===== config.mk =====
export PLATFORM = sky130hd
export DESIGN_NAME = mult_pipeline_top
export DESIGN_NICKNAME = d
export VERILOG_FILES = /design/src/verilog/mult_pkg.sv /design/src/verilog/kogge_stone_adder.sv /design/src/verilog/pp_reduction_tree.sv /design/src/verilog/multiplier_16bits.sv /design/src/verilog/mult_pipeline_top.sv
export SDC_FILE = /design/constraint.sdc
export NUM_CORES = 1
export LEC_CHECK = 0
export BUFFER_PORTS_ARGS = -buffer_cell sky130_fd_sc_hd__buf_2
export CAP_MARGIN = 5
export CORE_ASPECT_RATIO = 1.25
export CORE_MARGIN = 1.5
export CORE_UTILIZATION = 58
export CTS_CLUSTER_SIZE = 25
export DETAILED_ROUTE_END_ITERATION = 7
export PLACE_DENSITY = 0.84
export REMOVE_ABC_BUFFERS = 1
export SKIP_LAST_GASP = 1
export SLEW_MARGIN = 10
export SYNTH_ARGS = -nofsm -noshare
export SYNTH_HDL_FRONTEND = slang
export SYNTH_HIERARCHICAL = 1
export SYNTH_SLANG_ARGS = --single-unit

===== constraint.sdc =====
create_clock -name clk -period 12 [get_ports clk]
set_input_delay 2.4 -clock clk [delete_from_list [all_inputs] [get_ports clk]]
set_output_delay 2.4 -clock clk [all_outputs]
set_load 0.02 [all_outputs]

===== src/verilog/mult_pkg.sv =====
package mult_pkg;

    // *********************************************************************
    // widths.
    // *********************************************************************

    localparam int operand_width = 16;
    localparam int product_width = 32;

    // one partial-product row per bit of operand a.
    localparam int pp_rows = 16;

    // *********************************************************************
    // vector types.
    // *********************************************************************

    typedef logic [operand_width-1:0] operand_t;
    typedef logic [product_width-1:0] product_t;

    // row i is still unshifted here, the tree applies the weight 2**i.
    typedef logic [operand_width-1:0] pp_row_t;
    typedef pp_row_t [pp_rows-1:0]    pp_array_t;

    // *********************************************************************
    // bundles at the top-level ports.
    // *********************************************************************

    typedef struct packed {
        operand_t a;
        operand_t b;
    } mult_operands_t;

    typedef struct packed {
        product_t product;
    } mult_result_t;

endpackage


===== src/verilog/kogge_stone_adder.sv =====
module kogge_stone_adder #(
    parameter int width = 16
) (
    input  logic [width-1:0] a,
    input  logic [width-1:0] b,
    output logic [width-1:0] sum,
    output logic             carry_out
);

    // group generate per prefix level, level 0 is the bitwise generate.
    logic [width-1:0] gen  [$clog2(width)+1];

    // the last level needs no propagate, only its generate is read.
    logic [width-1:0] prop [$clog2(width)];

    // carry into each bit position.
    logic [width-1:0] carry;

    assign gen[0]  = a & b;
    assign prop[0] = a ^ b;

    // *********************************************************************
    // prefix network, span doubles at every level.
    // *********************************************************************

    for (genvar lvl = 0; lvl < $clog2(width); lvl++) begin : g_level
        for (genvar i = 0; i < width; i++) begin : g_bit
            if (i >= (1 << lvl)) begin : g_merge
                assign gen[lvl+1][i] = gen[lvl][i] |
                                       (prop[lvl][i] & gen[lvl][i-(1<<lvl)]);
            end else begin : g_hold
                // this group already reaches bit 0.
                assign gen[lvl+1][i] = gen[lvl][i];
            end

            if (lvl + 1 < $clog2(width)) begin : g_prop
                if (i >= (1 << lvl)) begin : g_merge
                    assign prop[lvl+1][i] = prop[lvl][i] & prop[lvl][i-(1<<lvl)];
                end else begin : g_hold
                    assign prop[lvl+1][i] = prop[lvl][i];
                end
            end
        end
    end

    // *********************************************************************
    // sum.
    // *********************************************************************

    // no carry in, so bit 0 sees zero and bit i sees the group bits i-1..0.
    assign carry = {gen[$clog2(width)][width-2:0], 1'b0};

    assign sum = prop[0] ^ carry;

    assign carry_out = gen[$clog2(width)][width-1];

endmodule


===== src/verilog/pp_reduction_tree.sv =====
module pp_reduction_tree (
    input  mult_pkg::pp_array_t rows,
    output mult_pkg::product_t  product
);

    // partial sums, each aligned to the weight of its lowest row.
    logic [17:0] level1 [8];
    logic [19:0] level2 [4];
    logic [23:0] level3 [2];

    // *********************************************************************
    // level one: row 2k plus row 2k+1 shifted by one.
    // *********************************************************************

    // bit 0 of the even row has nothing to add to and passes straight on.
    // the carry of the 16-bit add lands in bit 17 of the pair sum.
    for (genvar k = 0; k < 8; k++) begin : g_level1
        logic [15:0] upper;
        logic [15:0] sum;
        logic        carry;

        assign upper = {1'b0, rows[2*k][mult_pkg::operand_width-1:1]};

        kogge_stone_adder #(
            .width(16)
        ) i_adder (
            .a(upper),
            .b(rows[2*k+1]),
            .sum(sum),
            .carry_out(carry)
        );

        assign level1[k] = {carry, sum, rows[2*k][0]};
    end

    // *********************************************************************
    // level two: pairs of level-one sums, shift of two.
    // *********************************************************************

    // four rows of 16 bits fit in 20 bits, so the carry out of the
    // 18-bit span is always zero and is not used.
    for (genvar k = 0; k < 4; k++) begin : g_level2
        logic [17:0] upper;
        logic [17:0] sum;

        assign upper = {2'b00, level1[2*k][17:2]};

        kogge_stone_adder #(
            .width(18)
        ) i_adder (
            .a(upper),
            .b(level1[2*k+1]),
            .sum(sum),
            .carry_out()
        );

        assign level2[k] = {sum, level1[2*k][1:0]};
    end

    // *********************************************************************
    // level three: pairs of level-two sums, shift of four.
    // *********************************************************************

    for (genvar k = 0; k < 2; k++) begin : g_level3
        logic [19:0] upper;
        logic [19:0] sum;

        assign upper = {4'h0, level2[2*k][19:4]};

        kogge_stone_adder #(
            .width(20)
        ) i_adder (
            .a(upper),
            .b(level2[2*k+1]),
            .sum(sum),
            .carry_out()
        );

        assign level3[k] = {sum, level2[2*k][3:0]};
    end

    // *********************************************************************
    // final adder: shift of eight, covers product bits 31 down to 8.
    // *********************************************************************

    logic [23:0] final_upper;
    logic [23:0] final_sum;

    assign final_upper = {8'h00, level3[0][23:8]};

    // ffff * ffff sets bit 31 through the top sum bit, the carry stays zero.
    kogge_stone_adder #(
        .width(24)
    ) i_final_adder (
        .a(final_upper),
        .b(level3[1]),
        .sum(final_sum),
        .carry_out()
    );

    assign product = {final_sum, level3[0][7:0]};

endmodule


===== src/verilog/multiplier_16bits.sv =====
module multiplier_16bits (
    input  mult_pkg::operand_t a,
    input  mult_pkg::operand_t b,
    output mult_pkg::product_t product
);

    mult_pkg::pp_array_t rows;

    // *********************************************************************
    // partial products.
    // *********************************************************************

    // row i is b gated by bit i of a, the weight is applied in the tree.
    for (genvar i = 0; i < mult_pkg::pp_rows; i++) begin : g_row
        assign rows[i] = a[i] ? b : '0;
    end

    // *********************************************************************
    // reduction.
    // *********************************************************************

    pp_reduction_tree i_tree (
        .rows(rows),
        .product(product)
    );

endmodule


===== src/verilog/mult_pipeline_top.sv =====
module mult_pipeline_top (
    input  logic                     clk,
    input  logic                     reset,
    input  logic                     in_valid,
    input  mult_pkg::mult_operands_t operands,
    output logic                     out_valid,
    output mult_pkg::mult_result_t   result
);

    mult_pkg::mult_operands_t operands_q;
    logic                     stage_valid;
    mult_pkg::product_t       product;

    // *********************************************************************
    // valid pipeline.
    // *********************************************************************

    // one bit per stage, so two pairs may be in flight at once.
    always_ff @(posedge clk) begin
        if (reset) begin
            stage_valid <= 1'b0;
            out_valid   <= 1'b0;
        end else begin
            stage_valid <= in_valid;
            out_valid   <= stage_valid;
        end
    end

    // *********************************************************************
    // data path.
    // *********************************************************************

    always_ff @(posedge clk) begin
        if (in_valid) begin
            operands_q <= operands;
        end
    end

    multiplier_16bits i_multiplier (
        .a(operands_q.a),
        .b(operands_q.b),
        .product(product)
    );

    // result holds its last value between strobes.
    always_ff @(posedge clk) begin
        if (stage_valid) begin
            result.product <= product;
        end
    end

    // *********************************************************************
    // checks.
    // *********************************************************************

    // nothing left in flight comes out after a reset.
    a_reset_clears_out: assert property (
        @(posedge clk) reset |=> !out_valid
    );

    // each strobe reappears two cycles later, and no strobe appears alone.
    a_valid_latency: assert property (
        @(posedge clk) disable iff (reset)
        1'b1 |-> ##2 (out_valid == $past(in_valid, 2))
    );

    // unknown operands would leak through the tree into the product.
    a_result_known: assert property (
        @(posedge clk) disable iff (reset)
        out_valid |-> !$isunknown(result)
    );

endmodule


=== Word-level counts from Yosys, hierarchy flattened ===
Cells that the tools add are included.

* Bitwise logic cells: 2263
* Eq/ne operators: 0
* Div/mod/pow operators: 0
* Shifts and indexed selects: 0
* Magnitude comparators: 0
* Reduce and logical (&&, ||, !) cells: 0
* Multiplexer cells: 16
* Multiply operators: 0
* Add/sub/neg operators: 0

{| class="wikitable"
|+ Operators with widths
! operator !! number
|-
| $and 1x1->1 || 1398
|-
| $or 1x1->1 || 820
|-
| $mux 16 || 16
|-
| $and 15x16->16 || 8
|-
| $xor 15x16->16 || 8
|-
| $xor 16x16->16 || 8
|-
| $xor 16x18->18 || 4
|-
| $xor 18x18->18 || 4
|-
| $and 16x17->17 || 4
|-
| $xor 16x20->20 || 2
|-
| $xor 20x20->20 || 2
|-
| $and 16x19->19 || 2
|-
| $xor 16x24->24 || 1
|-
| $xor 24x24->24 || 1
|-
| $and 16x23->23 || 1
|}

* ROM bits: 0
* Latch bits: 0
* Input port bits: 35
* Register bits after elaboration: 66
* Bits in writable memories: 0
* Memories: 0
* Output and inout bits: 33

=== Longest topological paths before layout ===
* Depth after elaboration: 43
* Mapped depth: 31
* Gate-level depth less buffers: 29

=== Cells and area by module ===
Netlist, hierarchy kept.

{| class="wikitable"
|+ Modules (own cells, without submodules)
! module !! cells an instance !! area an instance (µm²) !! instances
|-
| kogge_stone_adder at i_multiplier.i_tree.g_level1[0].i_adder ... || 101 || 762.0 || 8
|-
| kogge_stone_adder at i_multiplier.i_tree.g_level2[0].i_adder ... || 122 || 940.9 || 4
|-
| mult_pipeline_top || 68 || 1974.4 || 1
|-
| multiplier_16bits || 288 || 1914.3 || 1
|-
| kogge_stone_adder at i_multiplier.i_tree.i_final_adder || 177 || 1293.7 || 1
|-
| kogge_stone_adder at i_multiplier.i_tree.g_level3[1].i_adder || 132 || 1033.5 || 1
|-
| kogge_stone_adder at i_multiplier.i_tree.g_level3[0].i_adder || 121 || 920.9 || 1
|-
| pp_reduction_tree || 2 || 11.3 || 1
|}

=== Worst setup path after synthesis ===
Ideal clock, no wire load.

* Path kind: reg-to-reg
* From: register operands_q[18] (netlist bit)
* To: register result[29] (netlist bit), data pin
* Data arrival time: 5.754 ns
* Buffers on the path: 1
* Slack: 5.977 ns
* Data required time: 11.731 ns
* Cell stages (with the launch flop): 30
* Path through: edfxtp_1 > and2_2 > ha_1 > fa_1 > a21o_1 > nand4_1 > a21boi_1 > o21a_1 > nor2_1 > xnor2_1 > ha_1 > a21oi_2 > o211ai_1 > and3_2 > a21o_1 > a31oi_1 > ha_1 > a21oi_1 > o21ai_0 > a21oi_2 > o21ai_1 > a221oi_1 > xnor2_1 > ha_1 > clkbuf_1 > and3_1 > nand4_1 > o221a_2 > o31ai_1 > xor2_1

{| class="wikitable"
|+ RTL lines
! element !! RTL line !! text
|-
| from (decl) || mult_pipeline_top.sv:10 || <nowiki>mult_pkg::mult_operands_t operands_q;</nowiki>
|-
| from (signal assigned) || mult_pipeline_top.sv:35 || <nowiki>operands_q <= operands;</nowiki>
|-
| to (decl) || mult_pipeline_top.sv:7 || <nowiki>output mult_pkg::mult_result_t result</nowiki>
|}

==> reports/metrics.yaml <==
r2r_start: "operands_q[1]"
startpoint: "operands_q[1]"
worst_hold_slack_ns: 0.7634
die_h_um: 193.0
final_common_cell: "and2_1"
grt_pass1_vias: 14850
first_pass_iters: 5
critical_path.endpoint_type: "flop"
status: "finished clean"
cts_root_buf: "clkbuf_16"
clk_pin_slew_ns: 0.07
cts_num_sinks: 66
route.vias.total: 15370
cts_max_path_buffers: 2
crit_path_start_kind: "flop"
r2r_slack_ns: 4.82
grt_pass1_wl_um: 70440
hold_path_depth: 1
grt_max_degree: 34
ys_warn_count: 6
grt_overflow_total: 0
die-width_um: 155.0
arrival_ns: 7.35
hold_buffers: 0
rows: 69
slew_viol_final: 0
post_cts_buffers: 0
syn-cell-area_um2: 16760
crit_required_ns: 12.17
insertion_delay_ns: 0.35
grt_usage_pct: 29.06
critPathMaxStageDelay_ns: 0.64
dp_hpwl_um: 34940
fmax_mhz: 139.2
hold_violations: 0
rsz0062_at_grt: "no"
cpMaxStageDelayCell: "edfxtp_1"
path_buf_inv: 0
htree_levels: 3
max_slew_margin_pct: 37.90
setup_viol: 0
drtIter0Drc: 724
antenna_left: 0
final_cell_mix: "269 x and2_1, 264 x ha_1, 176 x a21oi_1"
n_antenna_cell: 0
cts_tree: "done"
area_growth_pct: 4.801
avgSynthCellArea_um2: 8.178
fin_skew_ns: 0.01130
port_buffers: 67
cts_resized: 0
wl_per_cell_um: 17.55
final_nets: 2424
critPathMaxFanout: 16
routed_wirelength_um: 43360
rr_worst_depth: 29
cts_buffers: 9
min_from: "stage_valid"
die_area_um2: 29930
drc: 0
io_pins: 68
start_util_pct: 59.00
hp-class: "flop to flop"
fin_crit_ns: 7.183
max_slew.worst_pin.slew_ns: 0.9315
worstSetupPathType: "flop to flop"
drive_gt1_share_pct: 11.63
via_per_inst: 6.224
fin_tns_setup_ns: 0
min_period_over_period_pct: 59.85
antenna_found_initial: 0
r2r_end: "result[30]"
maxCapViolations: 0
synthCells: 2049
place.gp.congestion: 0.9662
crit_family: "compound AO/OA/AOI/OAI gates"
hold_path_end: "result[0]"
coreArea_um2: 28400
how the worst max path moves through the flow:
| stage | end | slack, ns | cells past startpoint |
|---|---|---|---|
| floorplan | result[31] | 5.99 | 26 |
| global placement | result[31] | 5.14 | 27 |
| detailed placement | result[30] | 5.04 | 29 |
| CTS | result[30] | 4.99 | 29 |
| global route | result[30] | 4.36 | 28 |
| finish | result[30] | 4.82 | 29 |
per-stage QoR:
stage	instances	util, %	setup WS (ns)	instance area [µm²]
CTS	2470	61.83	4.991	17560
finish	2470	61.83	4.817	17560
floorplan	2031	-	5.994	16460
global route	2470	61.83	4.362	17560
global placement	2454	60.72	5.138	17250
detailed placement	2454	60.72	5.044	17250
cell type report:
cell class,instances,area (µm²)
Fill cell,2506,10840
Clock inverter,7,91.34
Sequential cell,66,1962
Inverter,60,225.2
Clock buffer,9,225.2
Timing Repair Buffer,68,342.8
Multi-Input combinational cell,1905,14270
Tap cell,355,444.2
per-layer routing:
layer / vias up / track usage, % / wire [µm]
li1: 7577 / - / -
met2: 430 / 52.35 / 20750
met5: - / 0 / 0
met4: 0 / 11.21 / 1579
met1: 7270 / 35.83 / 19010
met3: 96 / 2.705 / 2023
flip-flops by register name (all words and copies together), names as in the netlist:
register	count
result	32
operands_q	32
out_valid	1
stage_valid	1
Power is left out: the tool's default activity adds up to more than one toggle a clock period on the data nets, which glitch-free logic cannot reach.
